$ cat config.mk
export PLATFORM = sky130hd
export DESIGN_NAME = md_top
export DESIGN_NICKNAME = d
export VERILOG_FILES = /design/src/source/md_op_pkg.sv /design/src/source/md_dp_pkg.sv /design/src/source/md_mult_fast.sv /design/src/source/md_div_long.sv /design/src/source/md_imd_regs.sv /design/src/source/md_top.sv
export VERILOG_INCLUDE_DIRS = /design/src /design/src/source
export SDC_FILE = /design/constraint.sdc
export NUM_CORES = 2
export LEC_CHECK = 0
export ABC_AREA = 1
export CAP_MARGIN = 15
export CORE_MARGIN = 3
export CORE_UTILIZATION = 65
export DETAILED_ROUTE_END_ITERATION = 8
export DONT_BUFFER_PORTS = 1
export PLACE_DENSITY = 0.81
export SYNTH_ARGS = -nofsm -noshare
export SYNTH_HDL_FRONTEND = slang
export SYNTH_SLANG_ARGS = --single-unit
export TNS_END_PERCENT = 1
$ cat constraint.sdc
create_clock -name clk_i -period 14 [get_ports clk_i]
set_input_delay 2.8 -clock clk_i [delete_from_list [all_inputs] [get_ports clk_i]]
set_output_delay 2.8 -clock clk_i [all_outputs]
set_load 0.01 [all_outputs]
$ cat src/source/md_defs.svh
/*
 * Width and counter constants for the multiply/divide unit.
 * The operator set fixes the width at 32 bits, so MD_XLEN is not a tuning knob.
 */
`ifndef MD_DEFS_SVH
`define MD_DEFS_SVH

// Operand, result and half-word widths
`define MD_XLEN 32
`define MD_HALF 16

// Intermediate word, two carry/sign bits above a full word
`define MD_IMD_W 34

// Division bit counter and its start value
`define MD_CNT_W 5
`define MD_DIV_LAST 31

`endif

$ cat src/source/md_op_pkg.sv
/*
 * Operation-facing types of the multiply/divide unit.
 * Signed mode only affects MULH and DIV/REM; MULL ignores it.
 */
`default_nettype none

`include "md_defs.svh"

package md_op_pkg;

  typedef logic [`MD_XLEN-1:0] md_word_t;

  typedef enum logic [1:0] {
    MD_OP_MULL,
    MD_OP_MULH,
    MD_OP_DIV,
    MD_OP_REM
  } md_op_e;

  // a_signed sits in bit 0
  typedef struct packed {
    logic b_signed;
    logic a_signed;
  } md_sign_t;

  typedef struct packed {
    md_op_e   op;
    md_sign_t sign;
    md_word_t op_a;
    md_word_t op_b;
  } md_req_t;

endpackage

`default_nettype wire

$ cat src/source/md_dp_pkg.sv
/*
 * Datapath types shared by the multiplier, the divider and the register block.
 * The intermediate word is read as MAC partial sums or as the divider remainder.
 */
`default_nettype none

`include "md_defs.svh"

package md_dp_pkg;
  import md_op_pkg::*;

  // Partial product view, upper sum with carry/sign bits over the kept low half
  typedef struct packed {
    logic [`MD_IMD_W-`MD_HALF-1:0] hi_ext;
    logic [`MD_HALF-1:0]           lo;
  } imd_mac_t;

  // Divider view, pad[0] carries the bit shifted out of the remainder
  typedef struct packed {
    logic [`MD_IMD_W-`MD_XLEN-1:0] pad;
    md_word_t                      rem;
  } imd_div_t;

  typedef union packed {
    imd_mac_t mac;
    imd_div_t div;
  } imd_word_u;

  typedef enum logic [1:0] {
    ALBL,
    ALBH,
    AHBL,
    AHBH
  } mult_state_e;

  typedef enum logic [2:0] {
    IDLE,
    ABS_A,
    ABS_B,
    COMP,
    LAST,
    CHANGE_SIGN,
    FINISH
  } div_state_e;

endpackage

`default_nettype wire

$ cat src/source/md_mult_fast.sv
/*
 * 17x17 multiply-accumulate sequencer. MULL is valid in cycle 3, MULH in cycle 4.
 * Request and enable must stay stable until valid; state freezes while enable is low.
 */
`timescale 1ns/1ps
`default_nettype none

`include "md_defs.svh"

module md_mult_fast (
  input  logic                 clk_i,
  input  logic                 rst_ni,
  input  logic                 mult_en_i,
  input  md_op_pkg::md_req_t   req_i,
  input  md_dp_pkg::imd_word_u imd0_q_i,
  output md_dp_pkg::imd_word_u mac_d_o,
  output logic                 mult_valid_o
);
  import md_op_pkg::*;
  import md_dp_pkg::*;

  mult_state_e           state_q;
  mult_state_e           state_d;
  logic [`MD_HALF-1:0]   mult_op_a;
  logic [`MD_HALF-1:0]   mult_op_b;
  logic                  sign_a;
  logic                  sign_b;
  logic                  a_neg;
  logic                  b_neg;
  logic                  signed_mult;
  logic                  is_mull;
  logic [`MD_IMD_W-1:0]  accum;
  logic [`MD_IMD_W-1:0]  mac_res;

  assign a_neg       = req_i.sign.a_signed & req_i.op_a[`MD_XLEN-1];
  assign b_neg       = req_i.sign.b_signed & req_i.op_b[`MD_XLEN-1];
  assign signed_mult = req_i.sign.a_signed | req_i.sign.b_signed;
  assign is_mull     = (req_i.op == MD_OP_MULL);

  // Top bit of the 35-bit sum always equals bit 33, so 34 bits suffice
  assign mac_res = $signed({sign_a, mult_op_a}) * $signed({sign_b, mult_op_b}) +
                   $signed(accum);

  always_comb begin
    mult_op_a    = req_i.op_a[`MD_HALF-1:0];
    mult_op_b    = req_i.op_b[`MD_HALF-1:0];
    sign_a       = 1'b0;
    sign_b       = 1'b0;
    accum        = '0;
    mac_d_o      = mac_res;
    state_d      = state_q;
    mult_valid_o = 1'b0;

    case (state_q)
      ALBL: begin
        state_d = ALBH;
      end

      ALBH: begin
        mult_op_b = req_i.op_b[`MD_XLEN-1:`MD_HALF];
        sign_b    = b_neg;
        // al*bl has no sign and no carry beyond 32 bits
        accum     = `MD_IMD_W'(imd0_q_i.mac.hi_ext[`MD_HALF-1:0]);
        if (is_mull) begin
          mac_d_o.mac.hi_ext = {2'b00, mac_res[`MD_HALF-1:0]};
          mac_d_o.mac.lo     = imd0_q_i.mac.lo;
        end
        state_d = AHBL;
      end

      AHBL: begin
        mult_op_a = req_i.op_a[`MD_XLEN-1:`MD_HALF];
        sign_a    = a_neg;
        if (is_mull) begin
          accum              = `MD_IMD_W'(imd0_q_i.mac.hi_ext[`MD_HALF-1:0]);
          mac_d_o.mac.hi_ext = {2'b00, mac_res[`MD_HALF-1:0]};
          mac_d_o.mac.lo     = imd0_q_i.mac.lo;
          mult_valid_o       = mult_en_i;
          state_d            = ALBL;
        end else begin
          accum   = imd0_q_i;
          state_d = AHBH;
        end
      end

      AHBH: begin
        mult_op_a    = req_i.op_a[`MD_XLEN-1:`MD_HALF];
        mult_op_b    = req_i.op_b[`MD_XLEN-1:`MD_HALF];
        sign_a       = a_neg;
        sign_b       = b_neg;
        // Shift the running sum down one half-word, sign-extended for signed modes
        accum        = {{`MD_HALF{signed_mult & imd0_q_i.mac.hi_ext[`MD_IMD_W-`MD_HALF-1]}},
                        imd0_q_i.mac.hi_ext};
        mult_valid_o = mult_en_i;
        state_d      = ALBL;
      end

      default: begin
        state_d = ALBL;
      end
    endcase
  end

  always_ff @(posedge clk_i or negedge rst_ni) begin
    if (!rst_ni) begin
      state_q <= ALBL;
    end else if (mult_en_i) begin
      state_q <= state_d;
    end
  end

endmodule

`default_nettype wire

$ cat src/source/md_div_long.sv
/*
 * Restoring long divider, one quotient bit per cycle, valid in cycle 37.
 * Divide by zero gives all ones (DIV) or operand A (REM), valid in cycle 2.
 */
`timescale 1ns/1ps
`default_nettype none

`include "md_defs.svh"

module md_div_long (
  input  logic                 clk_i,
  input  logic                 rst_ni,
  input  logic                 div_en_i,
  input  md_op_pkg::md_req_t   req_i,
  input  md_dp_pkg::imd_word_u imd0_q_i,
  input  md_op_pkg::md_word_t  den_q_i,
  output md_dp_pkg::imd_word_u rem_d_o,
  output md_op_pkg::md_word_t  den_d_o,
  output logic                 div_valid_o
);
  import md_op_pkg::*;
  import md_dp_pkg::*;

  div_state_e            state_q;
  div_state_e            state_d;
  logic [`MD_CNT_W-1:0]  cnt_q;
  logic [`MD_CNT_W-1:0]  cnt_d;
  md_word_t              num_q;
  md_word_t              num_d;
  md_word_t              quot_q;
  md_word_t              quot_d;
  logic                  dbz_q;
  logic                  dbz_d;
  logic [`MD_XLEN:0]     add_a;
  md_word_t              add_b;
  logic [`MD_XLEN:0]     add_res;
  logic                  add_zero;
  logic                  is_ge;
  logic                  is_div;
  logic                  sign_a;
  logic                  sign_b;
  logic                  div_change_sign;
  logic                  rem_change_sign;
  md_word_t              next_rem;
  md_word_t              next_quot;

  // Shared subtractor, bit 32 is the borrow
  assign add_res  = add_a - {1'b0, add_b};
  assign add_zero = (add_res[`MD_XLEN-1:0] == '0);
  assign is_ge    = ~add_res[`MD_XLEN];

  assign next_rem  = is_ge ? add_res[`MD_XLEN-1:0] : imd0_q_i.div.rem;
  assign next_quot = quot_q | (md_word_t'(is_ge) << cnt_q);

  assign is_div          = (req_i.op == MD_OP_DIV);
  assign sign_a          = req_i.sign.a_signed & req_i.op_a[`MD_XLEN-1];
  assign sign_b          = req_i.sign.b_signed & req_i.op_b[`MD_XLEN-1];
  assign div_change_sign = (sign_a ^ sign_b) & ~dbz_q;
  assign rem_change_sign = sign_a;

  always_comb begin
    state_d     = state_q;
    cnt_d       = cnt_q - 1'b1;
    num_d       = num_q;
    quot_d      = quot_q;
    dbz_d       = dbz_q;
    rem_d_o     = imd0_q_i;
    den_d_o     = den_q_i;
    add_a       = '0;
    add_b       = req_i.op_b;
    div_valid_o = 1'b0;

    case (state_q)
      IDLE: begin
        // 0 - B is zero only for a zero divisor
        rem_d_o = is_div ? '1 : {2'b00, req_i.op_a};
        dbz_d   = add_zero;
        state_d = add_zero ? FINISH : ABS_A;
        cnt_d   = `MD_CNT_W'(`MD_DIV_LAST);
      end

      ABS_A: begin
        add_b   = req_i.op_a;
        quot_d  = '0;
        num_d   = sign_a ? add_res[`MD_XLEN-1:0] : req_i.op_a;
        state_d = ABS_B;
        cnt_d   = `MD_CNT_W'(`MD_DIV_LAST);
      end

      ABS_B: begin
        den_d_o = sign_b ? add_res[`MD_XLEN-1:0] : req_i.op_b;
        rem_d_o = `MD_IMD_W'(num_q[`MD_XLEN-1]);
        state_d = COMP;
        cnt_d   = `MD_CNT_W'(`MD_DIV_LAST);
      end

      COMP: begin
        add_a              = {imd0_q_i.div.pad[0], imd0_q_i.div.rem};
        add_b              = den_q_i;
        rem_d_o.div.pad    = {1'b0, next_rem[`MD_XLEN-1]};
        rem_d_o.div.rem    = {next_rem[`MD_XLEN-2:0], num_q[cnt_d]};
        quot_d             = next_quot;
        state_d            = (cnt_q == `MD_CNT_W'(1)) ? LAST : COMP;
      end

      LAST: begin
        add_a   = {imd0_q_i.div.pad[0], imd0_q_i.div.rem};
        add_b   = den_q_i;
        // From here on the word holds only the value to be returned
        rem_d_o = is_div ? {2'b00, next_quot} : {2'b00, next_rem};
        quot_d  = next_quot;
        state_d = CHANGE_SIGN;
      end

      CHANGE_SIGN: begin
        add_b = imd0_q_i.div.rem;
        if (is_div ? div_change_sign : rem_change_sign) begin
          rem_d_o = {2'b00, add_res[`MD_XLEN-1:0]};
        end
        state_d = FINISH;
      end

      FINISH: begin
        div_valid_o = div_en_i;
        state_d     = IDLE;
      end

      default: begin
        state_d = IDLE;
      end
    endcase
  end

  always_ff @(posedge clk_i or negedge rst_ni) begin
    if (!rst_ni) begin
      state_q <= IDLE;
      cnt_q   <= '0;
      num_q   <= '0;
      quot_q  <= '0;
      dbz_q   <= 1'b0;
    end else if (div_en_i) begin
      state_q <= state_d;
      cnt_q   <= cnt_d;
      num_q   <= num_d;
      quot_q  <= quot_d;
      dbz_q   <= dbz_d;
    end
  end

endmodule

`default_nettype wire

$ cat src/source/md_imd_regs.sv
/*
 * Intermediate word and divisor registers shared by both sequencers.
 * Only one enable may be high at a time; the divider result wins the mux.
 */
`timescale 1ns/1ps
`default_nettype none

`include "md_defs.svh"

module md_imd_regs (
  input  logic                 clk_i,
  input  logic                 rst_ni,
  input  logic                 mult_en_i,
  input  logic                 div_en_i,
  input  md_dp_pkg::imd_word_u mac_d_i,
  input  md_dp_pkg::imd_word_u rem_d_i,
  input  md_op_pkg::md_word_t  den_d_i,
  input  logic                 mult_valid_i,
  input  logic                 div_valid_i,
  output md_dp_pkg::imd_word_u imd0_q_o,
  output md_op_pkg::md_word_t  den_q_o,
  output md_op_pkg::md_word_t  result_o,
  output logic                 valid_o
);
  import md_op_pkg::*;
  import md_dp_pkg::*;

  md_word_t mac_lo;

  assign mac_lo = mac_d_i[`MD_XLEN-1:0];

  always_ff @(posedge clk_i or negedge rst_ni) begin
    if (!rst_ni) begin
      imd0_q_o <= '0;
      den_q_o  <= '0;
    end else begin
      if (div_en_i) begin
        imd0_q_o <= rem_d_i;
        den_q_o  <= den_d_i;
      end else if (mult_en_i) begin
        imd0_q_o <= mac_d_i;
      end
    end
  end

  // Divider result sits in the register, multiplier result is still combinational
  assign result_o = div_en_i ? imd0_q_o.div.rem : mac_lo;
  assign valid_o  = mult_valid_i | div_valid_i;

endmodule

`default_nettype wire

$ cat src/source/md_top.sv
/*
 * Standalone RV32M multiply/divide unit, no ready or back-pressure.
 * Raise one enable and hold it with req_i until valid_o, then drop it a cycle.
 */
`timescale 1ns/1ps
`default_nettype none

module md_top (
  input  logic                clk_i,
  input  logic                rst_ni,
  input  logic                mult_en_i,
  input  logic                div_en_i,
  input  md_op_pkg::md_req_t  req_i,
  output md_op_pkg::md_word_t result_o,
  output logic                valid_o
);
  import md_op_pkg::*;
  import md_dp_pkg::*;

  imd_word_u imd0_q;
  imd_word_u mac_d;
  imd_word_u rem_d;
  md_word_t  den_d;
  md_word_t  den_q;
  logic      mult_valid;
  logic      div_valid;

  md_mult_fast u_mult (
    .clk_i        (clk_i),
    .rst_ni       (rst_ni),
    .mult_en_i    (mult_en_i),
    .req_i        (req_i),
    .imd0_q_i     (imd0_q),
    .mac_d_o      (mac_d),
    .mult_valid_o (mult_valid)
  );

  md_div_long u_div (
    .clk_i       (clk_i),
    .rst_ni      (rst_ni),
    .div_en_i    (div_en_i),
    .req_i       (req_i),
    .imd0_q_i    (imd0_q),
    .den_q_i     (den_q),
    .rem_d_o     (rem_d),
    .den_d_o     (den_d),
    .div_valid_o (div_valid)
  );

  md_imd_regs u_regs (
    .clk_i        (clk_i),
    .rst_ni       (rst_ni),
    .mult_en_i    (mult_en_i),
    .div_en_i     (div_en_i),
    .mac_d_i      (mac_d),
    .rem_d_i      (rem_d),
    .den_d_i      (den_d),
    .mult_valid_i (mult_valid),
    .div_valid_i  (div_valid),
    .imd0_q_o     (imd0_q),
    .den_q_o      (den_q),
    .result_o     (result_o),
    .valid_o      (valid_o)
  );

endmodule

`default_nettype wire

# Yosys cells after proc, flatten, opt, wreduce, memory -nomap -nowiden
# Index checks and enable logic that the tools add are counted.
dict set report totals {
  ff_bits 141
  latch_bits 0
  ram_bits 0
  mem_bits_ro 0
  in_bits 72
  output_inout_bits 33
  wordCells 86
  mem_count 0
}
dict set report op_classes {
  add_sub_neg 3
  mul 1
  n_div 0
  order_cmp 1
  n_eq_ne 13
  shifts 1
  mux 33
  bitwise 10
  reduce_logical 16
}
# op count
set op_table {}
lappend op_table {{2-to-1 mux 34 bit} 7}
lappend op_table {{one-hot mux 34 bit (5 select lines)} 1}
lappend op_table {{2-to-1 mux 32 bit} 5}
lappend op_table {{one-hot mux 34 bit (3 select lines)} 1}
lappend op_table {{one-hot mux 32 bit (3 select lines)} 1}
lappend op_table {{one-hot mux 32 bit (2 select lines)} 1}
lappend op_table {{adder 34 bit} 1}
lappend op_table {{multiplier 17 x 17 -> 34 bit} 1}
lappend op_table {{2-to-1 mux 33 bit} 1}
lappend op_table {{subtractor 33 x 32 -> 33 bit} 1}
lappend op_table {{logical NOT 32 bit} 1}
lappend op_table {{2-to-1 mux 16 bit} 2}
lappend op_table {{OR 32 bit} 1}
lappend op_table {{left shift 1 x 5 -> 32 bit} 1}
lappend op_table {{one-hot mux 3 bit (6 select lines)} 1}
lappend op_table {{== test 3 bit, second input constant} 3}
lappend op_table {{one-hot mux 2 bit (4 select lines)} 1}
lappend op_table {{AND reduction 2 bit} 4}
lappend op_table {{OR reduction 2 bit} 4}
lappend op_table {{== test 2 bit, second input constant} 3}
lappend op_table {{== test 3 x 2 -> 1 bit, second input constant} 2}
lappend op_table {{less-than comparator 5 x 6 -> 1 bit, second input constant} 1}
lappend op_table {{2-to-1 mux 1 bit} 6}
lappend op_table {{2-to-1 mux 3 bit} 2}
lappend op_table {{19 further kinds} 26}

# Depth between registers and ports, before layout
dict set report depth {
  ltp_word 10
  mapped_depth 38
  ltp_nobuf 36
}

# By module
# A second synthesis with hierarchy kept.
dict set report hier_totals {
  hier_cells 4408
  area_unflattened_um2 28449.8
}
# mod n_inst cells_per_inst area_each_um2 seq_area_each_um2
set by_module_without_submodules {}
lappend by_module_without_submodules {md_mult_fast 1 1951 14452.6 50.0}
lappend by_module_without_submodules {md_div_long 1 2032 10836.6 1826.8}
lappend by_module_without_submodules {md_imd_regs 1 425 3160.5 1651.6}

# Worst setup path after synthesis
# Ideal clock, no wire load.
dict set report synth_timing {
  path_type {input -> output}
  from {in req_i[64] (netlist name)}
  to {out result_o[19]}
  arrival_ns 9.658
  required_time_ns 11.200
  slack_ns 1.542
  stages 28
  n_path_buf 0
  cell_sequence {nand2_1 a21oi_1 inv_1 nor2_1 inv_1 fa_1 inv_1 fa_1 fa_1 inv_1 fa_1 inv_1 fa_1 inv_1 fa_1 inv_1 ha_1 nand2_1 nor2_1 inv_1 o21ai_0 a21oi_1 o21ai_0 inv_1 or2_2 nand3_1 nand2_1 o21ai_0}
}
dict set report synth_via {
  elab_chain_cells 7
  elab_cells_between_ends 10
  cone_classes {1 x add/sub; 1 x mul; 5 x mux; 3 x bitwise}
}
# element line
set synth_rtl {}
lappend synth_rtl {{start, declared} md_top.sv:13} ;# input md_op_pkg::md_req_t req_i,
lappend synth_rtl {{AND 1 bit or OR 1 bit (tied branches)} {md_mult_fast.sv:35, md_mult_fast.sv:37}}
lappend synth_rtl {{2-to-1 mux 1 bit or AND 1 bit (tied branches)} {md_mult_fast.sv:54, md_mult_fast.sv:92}}
lappend synth_rtl {{multiplier 17 x 17 -> 34 bit or one-hot mux 34 bit (3 select lines) (tied branches)} {md_mult_fast.sv:41, md_mult_fast.sv:54}}
lappend synth_rtl {{adder 34 bit (*)} md_mult_fast.sv:41} ;# assign mac_res = $signed({sign_a, mult_op_a}) * $signed({sign_b, mult_op_b}) +
lappend synth_rtl {{2-to-1 mux 34 bit} {md_mult_fast.sv:64, md_mult_fast.sv:74}}
lappend synth_rtl {{2-to-1 mux 34 bit (*)} --}
lappend synth_rtl {{2-to-1 mux 32 bit (*)} md_imd_regs.sv:47} ;# assign result_o = div_en_i ? imd0_q_o.div.rem : mac_lo;
lappend synth_rtl {{end, declared} md_top.sv:14} ;# output md_op_pkg::md_word_t result_o,
# Mark *: on every way between the ends. The rest lies on a longest branch, timed or not.

# Worst setup path after layout
dict set report layout_timing {
  from {in req_i[64] (netlist name)}
  to {out result_o[29]}
}
# The elaborated chain is that of the path after synthesis.

==> flow_summary.toml <==
[cts]
clockBufferDepth = 2
cts-root-buf = "clkbuf_16"
post-cts-setup-buffer-count = 0
clock_latency_ns = 0.46
hold_buffers = 0
cts_num_sinks = 141
clk_pin_slew_worst_paths_ns = 0.07
cts-buffers-inserted = 17
cts_tree = "built"
htree_levels = 4
post_cts_resized = 0

[floorplanning]
coreArea_sq_um = 39100
dieHeight_um = 205.9
io_pins = 105
dieArea_sq_um = 42390
die-width_um = 205.9
initial_core_util_pct = 66.43
row_count = 72

[synth]
yosysTopAreaCell = "fa_1"
synth_cell_types = 46
synth_edf_count = 0
synthArstFlopShare_pct = 100.0
synth_area_leaders = "fa_1 (26%), dfrtp_1 (14%), nand2_1 (12%), inv_1 (12%), ha_1 (6.7%)"
syn_inst = 3792
yosys-top-cells-count = "nand2_1 (860), inv_1 (805), nor2_1 (377), fa_1 (340), a21oi_1 (231)"
avgSynthCellArea_sq_um = 6.849
yosysSeqAreaShare_pct = 13.59
synth_warnings = 0
synth_top_area_share_pct = 26.21
ys_ff_latch = 141
synthFlopType = "dfrtp_1"
synth_nets = 4344
post_synth_instance_area_sq_um = 25970
yosys.cell_count.top_type = "nand2_1"

[placed_design]
place_congestion = 1.091
dpl_cell_area_sq_um = 26460
dp_hpwl_um = 85700
io_buffers = 0

[sta]
setup_tns_ns = 0
setup_viol = 0
rsz0062_at_grt = "false"
max-slew-margin-rel_pct = 11.29
fmax_mhz = 76.49
hold_violations = 0
fin_crit_sh_pct = 93.38
layout_min_cycle_time_ns = 13.07
final_max_slew_viol_count = 0
tightest_slew_ns = 1.322
clock_skew_ns = 0.01332

[setup_path]
critPathLaunchType = "primary input"
path_common_cell = "fa_1"
critPathMaxStageDelay_ns = 0.60
crit_type = "in2out"
end_kind = "output pin"
crit_chain = "nand2_2 > a21oi_1 > inv_1 > nor2_1 > fa_1 > inv_1 > fa_1 > inv_1 > fa_1 > fa_1 > fa_1 > inv_1 > fa_1 > inv_1 > ha_1 > a21oi_1 > o21ai_0 > a21oi_1 > nand3_1 > a21o_1 > xor2_1 > o22ai_1 > o21ai_0"
worstPathRequired_ns = 11.20
slowest_stage = "fa_1"
crit_arrival_ns = 10.27
critPathMaxFanout = 12

[detailed_routing]
drt_iter0_markers = 4742
via_per_inst = 6.482
antenna_left = 0
drt-pass1-iter-count = 8
drc = 0
detail_route.wl_per_cell_um = 25.60
routed_wl_um = 109000
via_count = 27590

[global_routing]
grt_max_degree = 142
grt-ovfl-total = 0
antenna_found_initial = 7
grt_pass1_vias = 26520
grtUsageTotal_pct = 51.17
grt_pass1_wl_um = 159700

[finish]
synthToLayoutAreaGrowth_pct = 4.360
finalNetCount = 4269
drive_gt1_share_pct = 3.298
post-route-util_pct = 69.33
fin_area_sq_um = 27100
fill_cells = 3283

[min_path]
hp-class = "reg2reg"

[flow_run]
drv_cap = 0

[run_status]
status = "complete, no violations"
-- routing by layer --
metal | vias up | routed length [um] | global-route usage, %
li1 | 11560 | - | -
met1 | 12840 | 37540 | 64.66
met2 | 2575 | 42020 | 69.21
met3 | 609 | 21290 | 29.08
met4 | 10 | 7969 | 27.01
met5 | - | 126 | 1.071
-- flip-flops by register name, indices dropped and copies added, names as in the netlist --
register / flops
u_regs.imd0_q_o: 34
u_div.num_q: 32
u_div.quot_q: 32
u_regs.den_q_o: 32
u_div.cnt_q: 5
u_div.state_q: 3
u_mult.state_q: 2
u_div.dbz_q: 1
-- stage by stage --
stage | hold WS, ns | std cells | setup slack (ns)
2_1_floorplan | 0.4438 | 3792 | 1.542
3_3_place_gp | 0.4629 | 4215 | 1.384
3_5_place_dp | 0.4697 | 4215 | 1.183
4_1_cts | 0.4846 | 4247 | 1.153
5_1_grt | 0.5070 | 4249 | 0.7478
6_report | 0.4858 | 4256 | 0.9269
-- cells by family after synthesis --
| logic type | synth area share, % |
|---|---|
| compound gates | 15.16 |
| xor+xnor | 1.619 |
| fa+ha+maj | 32.95 |
| buf+inv | 14.19 |
| flops | 13.59 |
| simple gates | 22.49 |
-- critical path, delay by kind of cell --
kind	cells	cell delay [ns]
fa+ha+maj	7	3.52
compound gates	7	2.12
buf+inv	5	0.99
simple gates	3	0.65
xor+xnor	1	0.16
-- cell usage in the layout, fill, tap and decap left out, drive strengths merged --
cell type,instances
nand3,132
clkinv,14
a21o,13
o21ai,254
nand3b,9
nor2,382
a21boi,1
nor3,23
fa,340
buf,55
o211ai,23
and3,2
a31oi,46
xor2,29
a31o,1
dfrtp,141
nand4,19
bufinv,2
o31ai,1
nor3b,2
ha,140
diode,8
a221oi,2
clkbuf,21
a22oi,27
nand2,862
nor4,7
or2,11
xnor2,19
a21oi,231
o21bai,24
o21a,6
clkinvlp,2
inv,818
o22ai,40
a211oi,31
-- layout make-up --
class,count,area [sq um],area share [%]
clock buffers,21,460.4,1.699
multi-input cells,2677,18780,69.30
flip-flops and latches,141,3528,13.02
repair buffers,55,432.9,1.597
inverters,825,3099,11.43
diodes,8,20.02,0.07386
well taps,518,648.1,2.391
clock inverters,11,132.6,0.4893
-- worst paths after layout --
path                                          startpoint                              end  slack (ns)  cells past startpoint
max in group asynchronous                         rst_ni   u_regs.den_q_o[11]$_DFFE_PN0P_       11.77                      0
setup / recovery                               req_i[64]                     result_o[29]        0.93                     23
hold reg to reg              u_div.num_q[18]$_DFFE_PN0P_      u_div.num_q[18]$_DFFE_PN0P_        0.49                      2
setup reg to reg           u_mult.state_q[1]$_DFFE_PN0P_  u_regs.imd0_q_o[29]$_DFFE_PN0P_        4.99                     29
hold / removal               u_div.num_q[18]$_DFFE_PN0P_      u_div.num_q[18]$_DFFE_PN0P_        0.49                      2
min in group asynchronous                         rst_ni     u_div.state_q[0]$_DFFE_PN0P_        2.03                      0
Power is not shown: default switching activity piles up to over one toggle a cycle in this logic, so the estimate is an artifact.
